`src/include/arcade_consts.svh`:
```
//////////////////////////////
// Arcade input constants
// PS/2 fields, joystick bits and download indices
//////////////////////////////
`ifndef ARCADE_CONSTS_SVH
`define ARCADE_CONSTS_SVH

// PS/2 key word layout
`define PS2_TOGGLE_BIT  10
`define PS2_PRESSED_BIT 9
`define PS2_CODE_W      8

// Joystick word width
`define JOY_W 16

// Joystick button positions
`define JOY_RIGHT  0
`define JOY_LEFT   1
`define JOY_DOWN   2
`define JOY_UP     3
`define JOY_SW1    4
`define JOY_SW2    5
`define JOY_START1 6
`define JOY_COIN   7
`define JOY_START2 8
`define JOY_PAUSE  9

// Download stream
`define DL_INDEX_DSW  8'd254
`define DL_INDEX_GAME 8'd1
`define DL_ADDR_W     25

// Only the first two DIP banks are read by the board
`define DSW_COUNT 2

`endif

```
`src/verilog/arcade_pkg.sv`:
```
//////////////////////////////
// Arcade input types
// Scan codes, held keys and pause states
//////////////////////////////
`include "arcade_consts.svh"

package arcade_pkg;

	// Recognised keyboard scan codes
	typedef enum logic [`PS2_CODE_W-1:0] {
		SC_START1 = 8'h16,
		SC_START2 = 8'h1E,
		SC_COIN1  = 8'h2E,
		SC_COIN2  = 8'h36,
		SC_PAUSE  = 8'h4D,
		SC_UP     = 8'h75,
		SC_DOWN   = 8'h72,
		SC_LEFT   = 8'h6B,
		SC_RIGHT  = 8'h74,
		SC_SW1    = 8'h14,
		SC_SW2    = 8'h11
	} scan_code_e;

	// Held key flags
	// High while the key is down
	typedef struct packed {
		logic start1;
		logic start2;
		logic coin1;
		logic coin2;
		logic pause;
		logic up;
		logic down;
		logic left;
		logic right;
		logic sw1;
		logic sw2;
	} key_state_t;

	// Pause FSM states
	typedef enum logic {
		RUNNING = 1'b0,
		PAUSED  = 1'b1
	} pause_state_e;

endpackage

```
`src/verilog/key_bus_if.sv`:
```
//////////////////////////////
// Held-key bus
// Decoder to mapper
//////////////////////////////
`timescale 1ns/1ps

interface key_bus_if
	import arcade_pkg::*;
();

	// Level valid every cycle
	// No handshake
	key_state_t keys;

	// Decoder side
	modport source (output keys);

	// Mapper side
	modport sink (input keys);

endinterface

```
`src/verilog/key_decoder.sv`:
```
//////////////////////////////
// PS/2 key decoder
// Turns key events into held-key flags
//////////////////////////////
`timescale 1ns/1ps
`include "arcade_consts.svh"

module key_decoder
	import arcade_pkg::*;
(
	input  logic        MS_CLK,
	input  logic        reset,
	input  logic [10:0] ps2_key,
	key_bus_if.source   key_out
);

	// Last seen event toggle
	logic       toggle_q;
	key_state_t keys_q;
	logic       new_event;
	logic       pressed;
	scan_code_e code;

	// Host flips the toggle bit once per event
	assign new_event = ps2_key[`PS2_TOGGLE_BIT] != toggle_q;
	assign pressed   = ps2_key[`PS2_PRESSED_BIT];
	assign code      = scan_code_e'(ps2_key[`PS2_CODE_W-1:0]);

	//////////////////////////////
	// Event capture
	//////////////////////////////
	always_ff @(posedge MS_CLK) begin
		if (reset) begin
			toggle_q <= 1'b0;
			keys_q   <= '0;
		end else if (new_event) begin
			toggle_q <= ps2_key[`PS2_TOGGLE_BIT];
			// Press sets and release clears
			case (code)
				SC_START1: keys_q.start1 <= pressed;
				SC_START2: keys_q.start2 <= pressed;
				SC_COIN1:  keys_q.coin1  <= pressed;
				SC_COIN2:  keys_q.coin2  <= pressed;
				SC_PAUSE:  keys_q.pause  <= pressed;
				SC_UP:     keys_q.up     <= pressed;
				SC_DOWN:   keys_q.down   <= pressed;
				SC_LEFT:   keys_q.left   <= pressed;
				SC_RIGHT:  keys_q.right  <= pressed;
				SC_SW1:    keys_q.sw1    <= pressed;
				SC_SW2:    keys_q.sw2    <= pressed;
				// Unknown codes leave all flags alone
				default: ;
			endcase
		end
	end

	// Held flags out to the mapper
	assign key_out.keys = keys_q;

endmodule

```
`src/verilog/config_capture.sv`:
```
//////////////////////////////
// Configuration capture
// DIP banks and game byte from download
//////////////////////////////
`timescale 1ns/1ps
`include "arcade_consts.svh"

module config_capture (
	input  logic                  MS_CLK,
	input  logic                  reset,
	input  logic                  ioctl_wr,
	input  logic [7:0]            ioctl_index,
	input  logic [`DL_ADDR_W-1:0] ioctl_addr,
	input  logic [7:0]            ioctl_dout,
	output logic [7:0]            dsw1,
	output logic [7:0]            dsw2,
	output logic [7:0]            game
);

	// Kept DIP banks
	logic [7:0] dsw_q [`DSW_COUNT];
	logic       dsw_wr;
	logic       game_wr;

	// DIP write in the low bank window
	assign dsw_wr = ioctl_wr && (ioctl_index == `DL_INDEX_DSW) &&
		(ioctl_addr[`DL_ADDR_W-1:3] == '0);

	// Game select sits at address 0
	assign game_wr = ioctl_wr && (ioctl_index == `DL_INDEX_GAME) && (ioctl_addr == '0);

	always_ff @(posedge MS_CLK) begin
		if (reset) begin
			for (int i = 0; i < `DSW_COUNT; i++) begin
				dsw_q[i] <= 8'h00;
			end
			game <= 8'h00;
		end else begin
			// Banks past the kept count are dropped
			for (int i = 0; i < `DSW_COUNT; i++) begin
				if (dsw_wr && (ioctl_addr[2:0] == 3'(i))) begin
					dsw_q[i] <= ioctl_dout;
				end
			end
			if (game_wr) begin
				game <= ioctl_dout;
			end
		end
	end

	assign dsw1 = dsw_q[0];
	assign dsw2 = dsw_q[1];

endmodule

```
`src/verilog/control_mapper.sv`:
```
//////////////////////////////
// Control mapper
// Keys and joysticks to player bytes
//////////////////////////////
`timescale 1ns/1ps
`include "arcade_consts.svh"

module control_mapper
	import arcade_pkg::*;
(
	input  logic              MS_CLK,
	input  logic              reset,
	key_bus_if.sink           keys_in,
	input  logic [`JOY_W-1:0] joystick_0,
	input  logic [`JOY_W-1:0] joystick_1,
	output logic [7:0]        player1,
	output logic [7:0]        player2,
	output logic              pause_level
);

	key_state_t        k;
	logic [`JOY_W-1:0] joy_any;
	// Active high before the final inversion
	logic [7:0]        p1_held;
	logic [7:0]        p2_held;
	logic              pause_held;

	assign k       = keys_in.keys;
	assign joy_any = joystick_0 | joystick_1;

	//////////////////////////////
	// Player 1 byte
	//////////////////////////////
	// Starts are shared by both sticks
	assign p1_held = {
		k.start2 | joy_any[`JOY_START2],
		k.start1 | joy_any[`JOY_START1],
		k.sw2    | joystick_0[`JOY_SW2],
		k.sw1    | joystick_0[`JOY_SW1],
		k.down   | joystick_0[`JOY_DOWN],
		k.up     | joystick_0[`JOY_UP],
		k.left   | joystick_0[`JOY_LEFT],
		k.right  | joystick_0[`JOY_RIGHT]
	};

	//////////////////////////////
	// Player 2 byte
	//////////////////////////////
	// Coins come one per stick
	assign p2_held = {
		k.coin2 | joystick_1[`JOY_COIN],
		k.coin1 | joystick_0[`JOY_COIN],
		k.sw2   | joystick_1[`JOY_SW2],
		k.sw1   | joystick_1[`JOY_SW1],
		k.down  | joystick_1[`JOY_DOWN],
		k.up    | joystick_1[`JOY_UP],
		k.left  | joystick_1[`JOY_LEFT],
		k.right | joystick_1[`JOY_RIGHT]
	};

	assign pause_held = k.pause | joy_any[`JOY_PAUSE];

	// Board lines are active low
	always_ff @(posedge MS_CLK) begin
		if (reset) begin
			player1     <= 8'hFF;
			player2     <= 8'hFF;
			pause_level <= 1'b0;
		end else begin
			player1     <= ~p1_held;
			player2     <= ~p2_held;
			pause_level <= pause_held;
		end
	end

endmodule

```
`src/verilog/pause_control.sv`:
```
//////////////////////////////
// Pause control
// Button toggle plus menu pause
//////////////////////////////
`timescale 1ns/1ps

module pause_control
	import arcade_pkg::*;
(
	input  logic MS_CLK,
	input  logic reset,
	input  logic pause_level,
	input  logic pause_in_osd,
	input  logic osd_status,
	output logic pause_cpu
);

	pause_state_e state;
	// Previous level for edge detect
	logic         level_q;
	logic         level_rise;

	assign level_rise = pause_level && !level_q;

	//////////////////////////////
	// Toggle FSM
	//////////////////////////////
	always_ff @(posedge MS_CLK) begin
		if (reset) begin
			state   <= RUNNING;
			level_q <= 1'b0;
		end else begin
			level_q <= pause_level;
			if (level_rise) begin
				state <= (state == PAUSED) ? RUNNING : PAUSED;
			end
		end
	end

	// Menu pause applies only while the OSD is open
	assign pause_cpu = (state == PAUSED) || (pause_in_osd && osd_status);

endmodule

```
`src/verilog/arcade_inputs_top.sv`:
```
//////////////////////////////
// Arcade input front end
// Keyboard, joysticks, DIP and pause
//////////////////////////////
`timescale 1ns/1ps
`include "arcade_consts.svh"

module arcade_inputs_top (
	input  logic                  MS_CLK,
	input  logic                  reset,
	input  logic [10:0]           ps2_key,
	input  logic [`JOY_W-1:0]     joystick_0,
	input  logic [`JOY_W-1:0]     joystick_1,
	input  logic                  ioctl_wr,
	input  logic [7:0]            ioctl_index,
	input  logic [`DL_ADDR_W-1:0] ioctl_addr,
	input  logic [7:0]            ioctl_dout,
	input  logic                  pause_in_osd,
	input  logic                  osd_status,
	output logic [7:0]            player1,
	output logic [7:0]            player2,
	output logic [7:0]            dsw1,
	output logic [7:0]            dsw2,
	output logic [7:0]            game,
	output logic                  pause_cpu
);

	// Registered pause request from the mapper
	logic pause_level;

	key_bus_if key_bus ();

	// Decode stage
	key_decoder i_key_decoder (
		.MS_CLK  (MS_CLK),
		.reset   (reset),
		.ps2_key (ps2_key),
		.key_out (key_bus.source)
	);

	config_capture i_config_capture (
		.MS_CLK      (MS_CLK),
		.reset       (reset),
		.ioctl_wr    (ioctl_wr),
		.ioctl_index (ioctl_index),
		.ioctl_addr  (ioctl_addr),
		.ioctl_dout  (ioctl_dout),
		.dsw1        (dsw1),
		.dsw2        (dsw2),
		.game        (game)
	);

	// Merge stage
	control_mapper i_control_mapper (
		.MS_CLK      (MS_CLK),
		.reset       (reset),
		.keys_in     (key_bus.sink),
		.joystick_0  (joystick_0),
		.joystick_1  (joystick_1),
		.player1     (player1),
		.player2     (player2),
		.pause_level (pause_level)
	);

	// Pause request
	pause_control i_pause_control (
		.MS_CLK       (MS_CLK),
		.reset        (reset),
		.pause_level  (pause_level),
		.pause_in_osd (pause_in_osd),
		.osd_status   (osd_status),
		.pause_cpu    (pause_cpu)
	);

endmodule

```
`config.mk`:
```
export PLATFORM = sky130hd
export DESIGN_NAME = arcade_inputs_top
export DESIGN_NICKNAME = d
export VERILOG_FILES = /design/src/verilog/arcade_pkg.sv /design/src/verilog/key_bus_if.sv /design/src/verilog/key_decoder.sv /design/src/verilog/config_capture.sv /design/src/verilog/control_mapper.sv /design/src/verilog/pause_control.sv /design/src/verilog/arcade_inputs_top.sv
export VERILOG_INCLUDE_DIRS = /design/src /design/src/include
export SDC_FILE = /design/constraint.sdc
export NUM_CORES = 1
export LEC_CHECK = 0
export ABC_AREA = 1
export ABC_CLOCK_PERIOD_IN_PS = 1110
export BUFFER_PORTS_ARGS = -buffer_cell sky130_fd_sc_hd__buf_4
export CORE_MARGIN = 10
export CORE_UTILIZATION = 40
export CTS_BUF_LIST = sky130_fd_sc_hd__clkbuf_8
export DETAILED_ROUTE_END_ITERATION = 7
export HOLD_SLACK_MARGIN = 0.06
export PLACE_DENSITY = 0.75
export SYNTH_ARGS = -nofsm -noshare
export SYNTH_HDL_FRONTEND = slang
export SYNTH_HIERARCHICAL = 1
export SYNTH_SLANG_ARGS = --single-unit
```
`constraint.sdc`:
```
create_clock -name MS_CLK -period 1.11 [get_ports MS_CLK]
set_input_delay 0.0555 -clock MS_CLK [delete_from_list [all_inputs] [get_ports MS_CLK]]
set_output_delay 0.0555 -clock MS_CLK [all_outputs]
set_load 0.05 [all_outputs]
```
==> results.txt, run 1 <==
Vias in the first global route - 2535
Pwr Density - 1120 mW/mm2
Cts bufs inserted - 5
Fin. max-slew vios - 0
Top-count cell post-synth - nor2_1
R2R Path Start - i_key_decoder/toggle_q$_SDFFE_PP0P_
Die W - 98.7 um
Number of distinct library cells after synthesis - 21
WP data arrival - 1.25 ns
Final Non-Filler Cells - 571
Largest net degree at the start of global routing - 18
DR vias/cell - 4.54
Maximum root-to-sink buffer count - 2
Die area - 0.00975 mm2
Status - finished, final reports clean
Routability Congestion - 0.868
Post-synthesis register bit count - 55
Synth Instances - 342
H-Tree Depth - 2
Initial antenna violation count - 0
First-pass GRT wire length - 12300 um
Final hold vios - 0
Synth Flop Type - dfxtp_1
Crit path capture - i_key_decoder/key_out.keys[1]$_SDFFE_PP0P_
DR iter-0 viols - 124
Post-synthesis mux area share - 0
Cell row count - 28
Initial Utilization - 0.416
Setup crit end kind - flip-flop
CP max stage delay - 0.36 ns
HPWL after detailed placement - 6150 um
Placed insts - 536
Share of the clock period used by the worst path - 0.946
Post-Synth Simple-Gate Area - 0.355
VDD IR max - 0.665 mV
Final setup viols - 0
Mapped Area - 0.00248 mm2
Sequential-to-total area share from yosys stat - 0.509
Hold Crit Class - in -> reg
Ys async rst share - 0
Critical Path Start - i_key_decoder/toggle_q$_SDFFE_PP0P_
Cell mode on critical path - nand2_4
Global Route Usage Sum - 0.151
Skew-Pair Late Insertion Delay - 0.30 ns
R2R Setup Slk - 0.06 ns
PortBufs - 116
Post-Route WL - 7830 um
Pin slew with the least headroom to its limit - 0.386 ns
Syn nets - 431
Crit-path slowest cell - dfxtp_2
DRT Pass-1 Iters - 4
Avg Cell Area, Syn - 7.25 um2
Largest cells by area after synthesis - dfxtp_1 31%, edfxtp_1 19%, nor2_1 14%
Overflow after GRT - 0
XOR/XNOR share of the synthesized area - 0
Average wire per standard cell - 13.7 um
Yosys warnings - 6
Maxcap violations - 0
Leakage power - 1.91 nW
Share of cells above drive strength 1 - 0.317
CTS tree - done
Worst R2R Path Depth - 8
Main combinational cell family by area after synthesis - simple AND/OR/NAND/NOR gates
RSZ-0062 raised after global routing - yes
FF-to-FF End - i_key_decoder/key_out.keys[1]$_SDFFE_PP0P_
Minimum clock period - 1.05 ns
Total Nets Final - 584
Cell accounting for the most synthesized area - dfxtp_1
Core area - 0.00596 mm2
Routed Antenna Nets - 0
Clk slew on worst S/H paths - 0.09 ns
Area Growth Syn to Fin - 57.3%
EDFF count, synth - 16
Fin util - 0.655
Crit Path Max Fanout - 5
CP startpoint kind - flip-flop
Via Count - 2593
Worst Path Required - 1.31 ns
FMAX - 952 MHz
Synth Area in Compound Gates - 0.0353
CP Cell Sequence - inv_2 > nand2_4 > nand2_4 > buf_4 > nand3_1 > nand2_1 > inv_1 > nor2_1
Sink Count - 55
Ant. Diodes - 0
DRC Markers - 0
Die Y - 98.7 um
IO Pins - 130
Commonest cells post-synth - 93 x nor2_1, 71 x nand2_1, 54 x inv_1, 39 x dfxtp_1, 30 x nand3_1
CTS root buffer - clkbuf_8
Top cell type's share of synthesized area - 0.315
Critical path class - reg -> reg
Adder-cell share of the synthesized area - 0
Max-slew headroom - 0.742
Layout Skew - 0.0107 ns
layout make-up:
type | count | area, um2
Fill cell | 516 | 2060
Sequential cell | 55 | 1260
Timing Repair Buffer | 149 | 1200
Multi-Input combinational cell | 227 | 1020
Inverter | 57 | 214
Tap cell | 75 | 93.8
Clock buffer | 5 | 68.8
Clock inverter | 3 | 41.3
metrics by stage:
stage | hold WS [ns] | setup TNS [ns] | setup WS, ns | cell area [um2] | power (mW)
floorplan | 0.125 | -0.426 | -0.0266 | 2480 | 2.63
global placement | 0.239 | -5.56 | -0.176 | 3490 | 3.01
detailed placement | 0.243 | -6.33 | -0.201 | 3490 | 3.02
CTS | 0.0627 | 0 | 0.00826 | 3820 | 4.35
global route | 0.0685 | -0.0623 | -0.0356 | 3900 | 4.56
finish | 0.0560 | 0 | 0.0600 | 3900 | 4.36
worst max-delay path, delay by kind of cell (launching register included):
family | cells | cell delay, ns
buffers and inverters | 3 | 0.26
flip-flops | 1 | 0.36
AND/OR/NAND/NOR | 5 | 0.33
routing by layer:
metal	share of wire	global-route usage	routed length, um
met4	0.011	0.0430	85
met3	0.050	0.0356	393
met2	0.52	0.271	4040
met1	0.42	0.173	3310
met5	0	0	0
flip-flops by register name (all words and copies together) (netlist names):
name,count
i_pause_control/state,1
i_pause_control/level_q,1
i_config_capture/game,8
i_control_mapper/pause_level,1
i_key_decoder/toggle_q,1
i_control_mapper/player1,8
i_key_decoder/key_out.keys,11
i_config_capture/dsw_q,16
i_control_mapper/player2,8
kinds of logic (layout without fill, tap and decap cells):
kind of cell | after synthesis | after routing
compound gates | 17 | 17
simple gates | 209 | 210
flops | 55 | 55
buf+inv | 61 | 214
worst min path at each step:
| stage | cells after the start | slack [ns] | from | to |
|---|---|---|---|---|
| floorplan | 1 | 0.12 | reset | i_control_mapper/pause_level$_SDFF_PP0_ |
| global placement | 2 | 0.24 | joystick_1[0] | i_control_mapper/player2[0]$_SDFF_PP1_ |
| detailed placement | 2 | 0.24 | joystick_1[2] | i_control_mapper/player2[3]$_SDFF_PP1_ |
| CTS | 3 | 0.06 | ps2_key[9] | i_key_decoder/key_out.keys[9]$_SDFFE_PP0P_ |
| global route | 3 | 0.07 | ps2_key[9] | i_key_decoder/key_out.keys[2]$_SDFFE_PP0P_ |
| finish | 3 | 0.06 | ps2_key[9] | i_key_decoder/key_out.keys[4]$_SDFFE_PP0P_ |
layout by cell type, fill, tap and decap left out:
cell type,instances
dfxtp_1,38
a21oi_1,2
buf_6,1
dlygate4sd3_1,22
a21o_1,1
buf_12,2
bufinv_16,1
buf_4,124
nor3_2,1
nand2_1,69
clkinv_1,1
clkbuf_8,5
clkinvlp_4,1
dfxtp_2,1
inv_2,3
nor2_1,92
o21ai_0,14
inv_1,54
nor3_4,1
nand4_1,4
nand2_4,2
nand3_2,6
nor2_2,6
nand2_2,2
edfxtp_1,16
nor2_4,1
nand3_1,26
repair_timing:
action	4_1_cts	5_1_grt
hold buffers	22	0
endpoints found under the hold margin	20	0
gates cloned	0	1
endpoints found under the setup margin	1	11
resized for setup	1	12
buffers inserted	0	4
pin swaps	0	4
power by group:
part	total [mW]	internal, mW	switching (mW)
combinational	0.921	0.399	0.522
clock	1.28	0.664	0.616
sequential	2.16	2.13	0.0295
(Power assumes the default switching activity.)
==> run 2: changes to the inputs <==
--- a/config.mk
+++ b/config.mk
@@ -11,7 +11,7 @@
 export BUFFER_PORTS_ARGS = -buffer_cell sky130_fd_sc_hd__buf_4
 export CORE_MARGIN = 10
 export CORE_UTILIZATION = 40
-export CTS_BUF_LIST = sky130_fd_sc_hd__clkbuf_8
+export CTS_BUF_LIST = sky130_fd_sc_hd__clkbuf_4 sky130_fd_sc_hd__clkbuf_8
 export DETAILED_ROUTE_END_ITERATION = 7
 export HOLD_SLACK_MARGIN = 0.06
 export PLACE_DENSITY = 0.75
==> run 2 against run 1 <==
Clock-buffer cell count is 1 higher. Clock skew hardly changed. Critical path depth stayed put. Total power is 0.76% higher. Register-to-register slack hardly changed. Clock power hardly changed. Maximum frequency stayed put. Combinational power hardly changed. Setup slack stayed put. Critical path type unchanged.
==> results.txt, run 2 (synthesized netlist as in run 1, its figures left out) <==
Post-Route WL - 7830 um (unchanged)
R2R Setup Slk - 0.06 ns (about the same)
Clk slew on worst S/H paths - 0.09 ns (about the same)
Initial antenna violation count - 0 (unchanged)
Via Count - 2593 (unchanged)
Die area - 0.00975 mm2 (unchanged)
H-Tree Depth - 2 (unchanged)
Most flops, register - i_config_capture/dsw_q
Die Y - 98.7 um (unchanged)
Ant. Diodes - 0 (unchanged)
Cts bufs inserted - 5 (unchanged)
Sink Count - 55 (unchanged)
CP startpoint kind - flip-flop
DRC Markers - 0 (unchanged)
Pin slew with the least headroom to its limit - 0.386 ns (unchanged)
Final hold vios - 0 (unchanged)
Max reg flops - 16 (unchanged)
WHS - 0.0560 ns (unchanged)
Global Route Usage Sum - 0.151 (unchanged)
Placed insts - 536 (unchanged)
Initial Utilization - 0.416 (unchanged)
Share of cells above drive strength 1 - 0.319 (+0.00202)
Max-slew headroom - 0.742 (unchanged)
Routed Antenna Nets - 0 (unchanged)
Setup crit end kind - flip-flop
CP max stage delay - 0.36 ns (about the same)
Routability Congestion - 0.868 (unchanged)
Worst slack at placement - -0.201 ns (unchanged)
Total Nets Final - 584 (unchanged)
Placed Area - 0.00349 mm2 (unchanged)
Most common cell after layout, fill and taps aside - buf_4
Final Non-Filler Cells - 571 (unchanged)
WP buf/inv - 3 (unchanged)
Setup ws final - 0.0600 ns (unchanged)
RSZ-0062 raised after global routing - yes
Largest net degree at the start of global routing - 18 (unchanged)
Layout Skew - 0.0105 ns (-0.000226 ns)
Most frequent cells in the layout - 124 x buf_4, 92 x nor2_1, 69 x nand2_1
Minimum clock period - 1.05 ns (unchanged)
DR vias/cell - 4.54 (unchanged)
Leakage power - 1.91 nW (about the same)
Overflow after GRT - 0 (unchanged)
DR iter-0 viols - 124 (unchanged)
PortBufs - 116 (unchanged)
IO Pins - 130 (unchanged)
Share of the clock period used by the worst path - 0.946 (unchanged)
Pwr Density - 1130 mW/mm2 (+0.66%)
Average wire per standard cell - 13.7 um (unchanged)
Crit-path slowest cell - dfxtp_2
VDD IR max - 0.665 mV (unchanged)
Die W - 98.7 um (unchanged)
Worst Path Required - 1.31 ns (about the same)
Fin. max-slew vios - 0 (unchanged)
CTS root buffer - clkbuf_8
Core area - 0.00596 mm2 (unchanged)
Cell mode on critical path - nand2_4
HPWL after detailed placement - 6150 um (unchanged)
First-pass GRT wire length - 12300 um (unchanged)
CP Cell Sequence - inv_2 > nand2_4 > nand2_4 > buf_4 > nand3_1 > nand2_1 > inv_1 > nor2_1
Hold Crit Class - in -> reg
DRT Pass-1 Iters - 4 (unchanged)
Largest delay share family, worst path - flip-flops
Vias in the first global route - 2535 (unchanged)
Critical path class - reg -> reg
Final setup viols - 0 (unchanged)
CTS tree - done
WP data arrival - 1.25 ns (about the same)
FMAX - 952 MHz (unchanged)
Cell row count - 28 (unchanged)
Status - finished, final reports clean
Crit Path Max Fanout - 5 (unchanged)
Area Growth Syn to Fin - 57.5% (about the same)
Total power - 4.40 mW (+0.76%)
Cell area after layout - 0.00390 mm2 (about the same)
Maxcap violations - 0 (unchanged)
Maximum root-to-sink buffer count - 2 (unchanged)
Skew-Pair Late Insertion Delay - 0.30 ns (about the same)
run 2: cell types whose count changed in the layout (fill, tap and decap cells not counted):
cell,delta
clkbuf_4,+1
inv_1,-1
run 2: what timing repair did:
| action | 4_1_cts | 5_1_grt |
|---|---|---|
| hold buffers | 22 | 0 |
| gates cloned | 0 | 1 |
| endpoints found under the hold margin | 20 | 0 |
| pin swaps | 0 | 4 |
| setup endpoints to repair | 1 | 11 |
| resized for setup | 1 | 12 |
| buffers inserted | 0 | 4 |
run 2: path summary, 6_finish.rpt:
path | endpoint | startpoint | cells after the start
max | i_key_decoder/key_out.keys[1]$_SDFFE_PP0P_ | i_key_decoder/toggle_q$_SDFFE_PP0P_ | 8
min | i_key_decoder/key_out.keys[4]$_SDFFE_PP0P_ | ps2_key[9] | 3
max reg2reg | i_key_decoder/key_out.keys[1]$_SDFFE_PP0P_ | i_key_decoder/toggle_q$_SDFFE_PP0P_ | 8
min reg2reg | i_control_mapper/player2[6]$_SDFF_PP1_ | i_key_decoder/key_out.keys[8]$_SDFFE_PP0P_ | 1
run 2: cell type report:
| class | count | area [um2] |
|---|---|---|
| Clock buffer | 6 | 76.3 |
| Inverter | 57 | 214 |
| Fill cell | 516 | 2050 |
| Multi-Input combinational cell | 227 | 1020 |
| Timing Repair Buffer | 149 | 1200 |
| Tap cell | 75 | 93.8 |
| Sequential cell | 55 | 1260 |
| Clock inverter | 2 | 37.5 |
run 2: per-layer routing:
layer	wire (um)	vias up	share of wire	GRT usage
li1	-	1353	-	-
met1	3310	1158	0.42	0.173
met2	4040	76	0.52	0.271
met3	393	6	0.050	0.0356
met4	85	0	0.011	0.0430
met5	0	-	0	0
run 2: power breakdown:
| group | internal, mW | switching, mW | total (mW) |
|---|---|---|---|
| registers | 2.13 | 0.0295 | 2.16 |
| logic | 0.399 | 0.522 | 0.921 |
| clock network | 0.698 | 0.616 | 1.31 |
run 2: worst reg2reg max path, delay by kind of cell (launching register included):
kind	cells	cell delay [ns]
simple gates	5	0.33
buf+inv	3	0.26
flops	1	0.36
run 2: metrics by stage:
stage,utilization,TNS [ns]
6_report,0.655,0
5_1_grt,0.655,-0.0623
2_1_floorplan,-,-0.426
4_1_cts,0.642,0
3_5_place_dp,0.585,-6.33
3_3_place_gp,0.585,-5.56
==> run 3: changes to the inputs <==
--- a/config.mk
+++ b/config.mk
@@ -6,15 +6,15 @@
 export SDC_FILE = /design/constraint.sdc
 export NUM_CORES = 1
 export LEC_CHECK = 0
-export ABC_AREA = 1
+export ABC_AREA = 0
 export ABC_CLOCK_PERIOD_IN_PS = 1110
 export BUFFER_PORTS_ARGS = -buffer_cell sky130_fd_sc_hd__buf_4
 export CORE_MARGIN = 10
 export CORE_UTILIZATION = 40
-export CTS_BUF_LIST = sky130_fd_sc_hd__clkbuf_4 sky130_fd_sc_hd__clkbuf_8
+export CTS_BUF_LIST = sky130_fd_sc_hd__clkbuf_8
 export DETAILED_ROUTE_END_ITERATION = 7
 export HOLD_SLACK_MARGIN = 0.06
-export PLACE_DENSITY = 0.75
+export PLACE_DENSITY = 0.76
 export SYNTH_ARGS = -nofsm -noshare
 export SYNTH_HDL_FRONTEND = slang
 export SYNTH_HIERARCHICAL = 1
==> run 3 against run 2 <==
The run now ends with negative setup slack left. Final cell count shrank 25%. Via count decreased by 20%. Maximum frequency decreased by 16%. Area after synthesis decreased by 6.3%. Clock power is 3% lower. Setup slack got worse by 0.20 ns. Cell area down 0.48%. Combinational power down 1%. Clock skew fell by 0.0064 ns. Register-to-register slack lost 0.03 ns. Critical path type is now in -> reg. Largest cell class is now buffers.
==> results.txt, run 3 <==
Status - finished with violations
Failing checks - negative setup slack
Top cell type's share of synthesized area - 0.336 (+0.0212)
HPWL after detailed placement - 5330 um (-13%)
DR iter-0 viols - 68 (-45%)
Hold-critical path depth - 3 (unchanged)
FF-to-FF End - i_key_decoder/key_out.keys[2]$_SDFFE_PP0P_
Die area - 0.00925 mm2 (-5.1%)
Ys async rst share - 0 (unchanged)
Syn nets - 289 (-33%)
Final setup viols - 32 (+32)
Total Nets Final - 444 (-24%)
Post-synthesis mux area share - 0.0539 (+0.0539)
WP buf/inv - 2 (-1)
Met3 routed WL - 660 um (+68%)
Average wire per standard cell - 16.3 um (+19%)
H-Tree Depth - 2 (unchanged)
Cts bufs inserted - 5 (unchanged)
CP startpoint kind - input port
Worst Path Required - 1.13 ns (-0.18 ns)
Post-Synth Simple-Gate Area - 0.270 (-0.0854)
Share of the clock period used by the worst path - 1.13 (+0.183)
WHS - 0.0680 ns (+0.0120 ns)
PortBufs - 116 (unchanged)
Adder-cell share of the synthesized area - 0 (unchanged)
First-pass GRT wire length - 10700 um (-13%)
R2R Setup Slk - 0.03 ns (-0.03 ns)
VDD IR max - 0.891 mV (+34%)
Hold Path End - i_config_capture/game[6]$_SDFFE_PP0P_
Commonest cells post-synth - 39 x dfxtp_1, 19 x nand4_1, 16 x edfxtp_1, 14 x o21bai_1, 12 x nand2b_1
IO Pins - 130 (unchanged)
Cell row count - 27 (-3.6%)
Overflow after GRT - 0 (unchanged)
CP max stage delay - 0.54 ns (+0.18 ns)
Vias in the first global route - 2163 (-15%)
Final hold vios - 0 (unchanged)
Most flops, register - i_config_capture/dsw_q
Yosys warnings - 6 (unchanged)
WP data arrival - 1.27 ns (+0.02 ns)
Crit Path Max Fanout - 8 (+3)
DRT Pass-1 Iters - 4 (unchanged)
Initial antenna violation count - 0 (unchanged)
CTS tree - done
RSZ-0062 raised after global routing - yes
Die Y - 96.2 um (-2.6%)
Critical path class - in -> reg
R2R Path Start - i_key_decoder/toggle_q$_SDFFE_PP0P_
Fin. max-slew vios - 0 (unchanged)
Setup ws final - -0.143 ns (-0.203 ns)
M1 WL - 2610 um (-21%)
FMAX - 798 MHz (-16%)
Clk slew on worst S/H paths - 0.09 ns (about the same)
Max-slew headroom - 0.724 (-0.0184)
Area Growth Syn to Fin - 67.3%
FF/Latch Area - 0.00126 mm2 (unchanged)
Top sig layer - met4
CP Cell Sequence - buf_6 > nand4_1 > or4b_4 > o41ai_4 > buf_6
Cell accounting for the most synthesized area - dfxtp_1
Worst R2R Path Depth - 4 (-4)
Number of distinct library cells after synthesis - 39 (+86%)
Pin slew with the least headroom to its limit - 0.414 ns (+0.0280 ns)
Hold Crit Class - in -> reg
Cell mode on critical path - buf_6
Global Route Usage Sum - 0.145 (-0.00615)
Maximum root-to-sink buffer count - 2 (unchanged)
CTS root buffer - clkbuf_8
Largest net degree at the start of global routing - 21 (+3)
Fin util - 0.697 (+0.0415)
Share of cells above drive strength 1 - 0.463 (+0.145)
Leakage power - 1.74 nW (-8.9%)
DR vias/cell - 4.87 (+7.3%)
Ant. Diodes - 0 (unchanged)
Footprint of the multi-input gates - 0.00111 mm2 (+9.3%)
Core area - 0.00557 mm2 (-6.4%)
Layout Skew - 0.00410 ns (-0.00639 ns)
Max reg flops - 16 (unchanged)
Via Count - 2085 (-20%)
Main combinational cell family by area after synthesis - simple AND/OR/NAND/NOR gates
Synth Area in Compound Gates - 0.0991 (+0.0638)
Maxcap violations - 0 (unchanged)
Avg Cell Area, Syn - 11.6 um2 (+60%)
Layout filler cell count - 433 (-16%)
DRC Markers - 0 (unchanged)
Setup crit end kind - flip-flop
Post-Route WL - 6960 um (-11%)
Pwr Density - 1120 mW/mm2 (-0.93%)
Sink Count - 55 (unchanged)
Sequential-to-total area share from yosys stat - 0.543 (+0.0343)
Routed met2 length - 3590 um (-11%)
Synth Flop Type - dfxtp_1
Mapped Area - 0.00232 mm2 (-6.3%)
XOR/XNOR share of the synthesized area - 0.00377 (+0.00377)
EDFF count, synth - 16 (unchanged)
Synth Instances - 200 (-42%)
Post-synthesis register bit count - 55 (unchanged)
Largest cells by area after synthesis - dfxtp_1 34%, edfxtp_1 21%, nand4_1 5.1%
Largest delay share family, worst path - simple AND/OR/NAND/NOR gates
Minimum clock period - 1.25 ns (+0.203 ns)
Top-count cell post-synth - dfxtp_1
Most frequent cells in the layout - 119 x buf_4, 38 x dfxtp_1, 24 x dlygate4sd3_1
Most common cell after layout, fill and taps aside - buf_4
Crit-path slowest cell - or4b_4
Routability Congestion - 0.894 (+3.1%)
Initial Utilization - 0.417 (+0.000434)
Die W - 96.2 um (-2.6%)
Skew-Pair Late Insertion Delay - 0.30 ns (about the same)
Worst min-delay path startpoint - ioctl_dout[6]
Routed Antenna Nets - 0 (unchanged)
[run 3: what timing repair did]
action,CTS,global route
buffers inserted,3,0
pin swaps,5,7
gates cloned,0,1
hold endpoints to repair,23,0
gates resized for setup,13,16
endpoints found under the setup margin,40,46
hold buffers,24,0
[run 3: routing by layer]
layer | up-vias | GRT usage
met5 | - | 0
met4 | 0 | 0.0430
met3 | 6 | 0.0498
met2 | 71 | 0.244
met1 | 951 | 0.169
li1 | 1057 | -
[run 3: through the flow]
stage	worst slack (ns)	TNS [ns]	instance area (um2)	power (mW)	std cells
2_1_floorplan	-0.462	-8.95	2400	2.59	200
3_3_place_gp	-0.530	-18.29	3390	2.99	392
3_5_place_dp	-0.564	-19.48	3390	3.00	392
4_1_cts	-0.143	-3.25	3820	4.34	427
5_1_grt	-0.158	-4.91	3880	4.52	428
6_report	-0.143	-3.72	3880	4.34	428
[run 3: final cells by class]
class                   instances  share of cell area
clock inverters                 3              0.0106
inverters                       2             0.00193
multi-input cells             133               0.286
well taps                      72              0.0232
clock buffers                   5              0.0177
repair buffers                158               0.335
flip-flops and latches         55               0.325
[run 3: worst max path at each step]
stage                   start                                      end  slack [ns]  cells after the start
3_3_place_gp    ioctl_addr[3]   i_config_capture/dsw_q[0][4]$_DFFE_PP_       -0.53                      5
6_report       ioctl_index[6]  i_config_capture/dsw_q[0][15]$_DFFE_PP_       -0.14                      5
5_1_grt        ioctl_index[6]  i_config_capture/dsw_q[0][14]$_DFFE_PP_       -0.16                      5
4_1_cts        ioctl_addr[10]  i_config_capture/dsw_q[0][15]$_DFFE_PP_       -0.14                      5
2_1_floorplan   ioctl_addr[3]   i_config_capture/dsw_q[0][0]$_DFFE_PP_       -0.46                      4
3_5_place_dp    ioctl_addr[4]  i_config_capture/dsw_q[0][12]$_DFFE_PP_       -0.56                      5
[run 3: tightest hold or removal path, cell delays in order]
cell and delay, ns:
buf_4 0.12, nand4_1 0.08, a21oi_1 0.07
[run 3: cell families after synthesis]
group	Yosys count
xor+xnor	1
buf+inv	12
mux	12
flops	55
simple gates	87
compound gates	33
[run 3: power breakdown]
part | switching [mW] | leakage (nW) | internal, mW | total, mW
clock network | 0.607 | 0.0556 | 0.664 | 1.27
logic | 0.470 | 1.21 | 0.438 | 0.908
registers | 0.0240 | 0.472 | 2.13 | 2.16
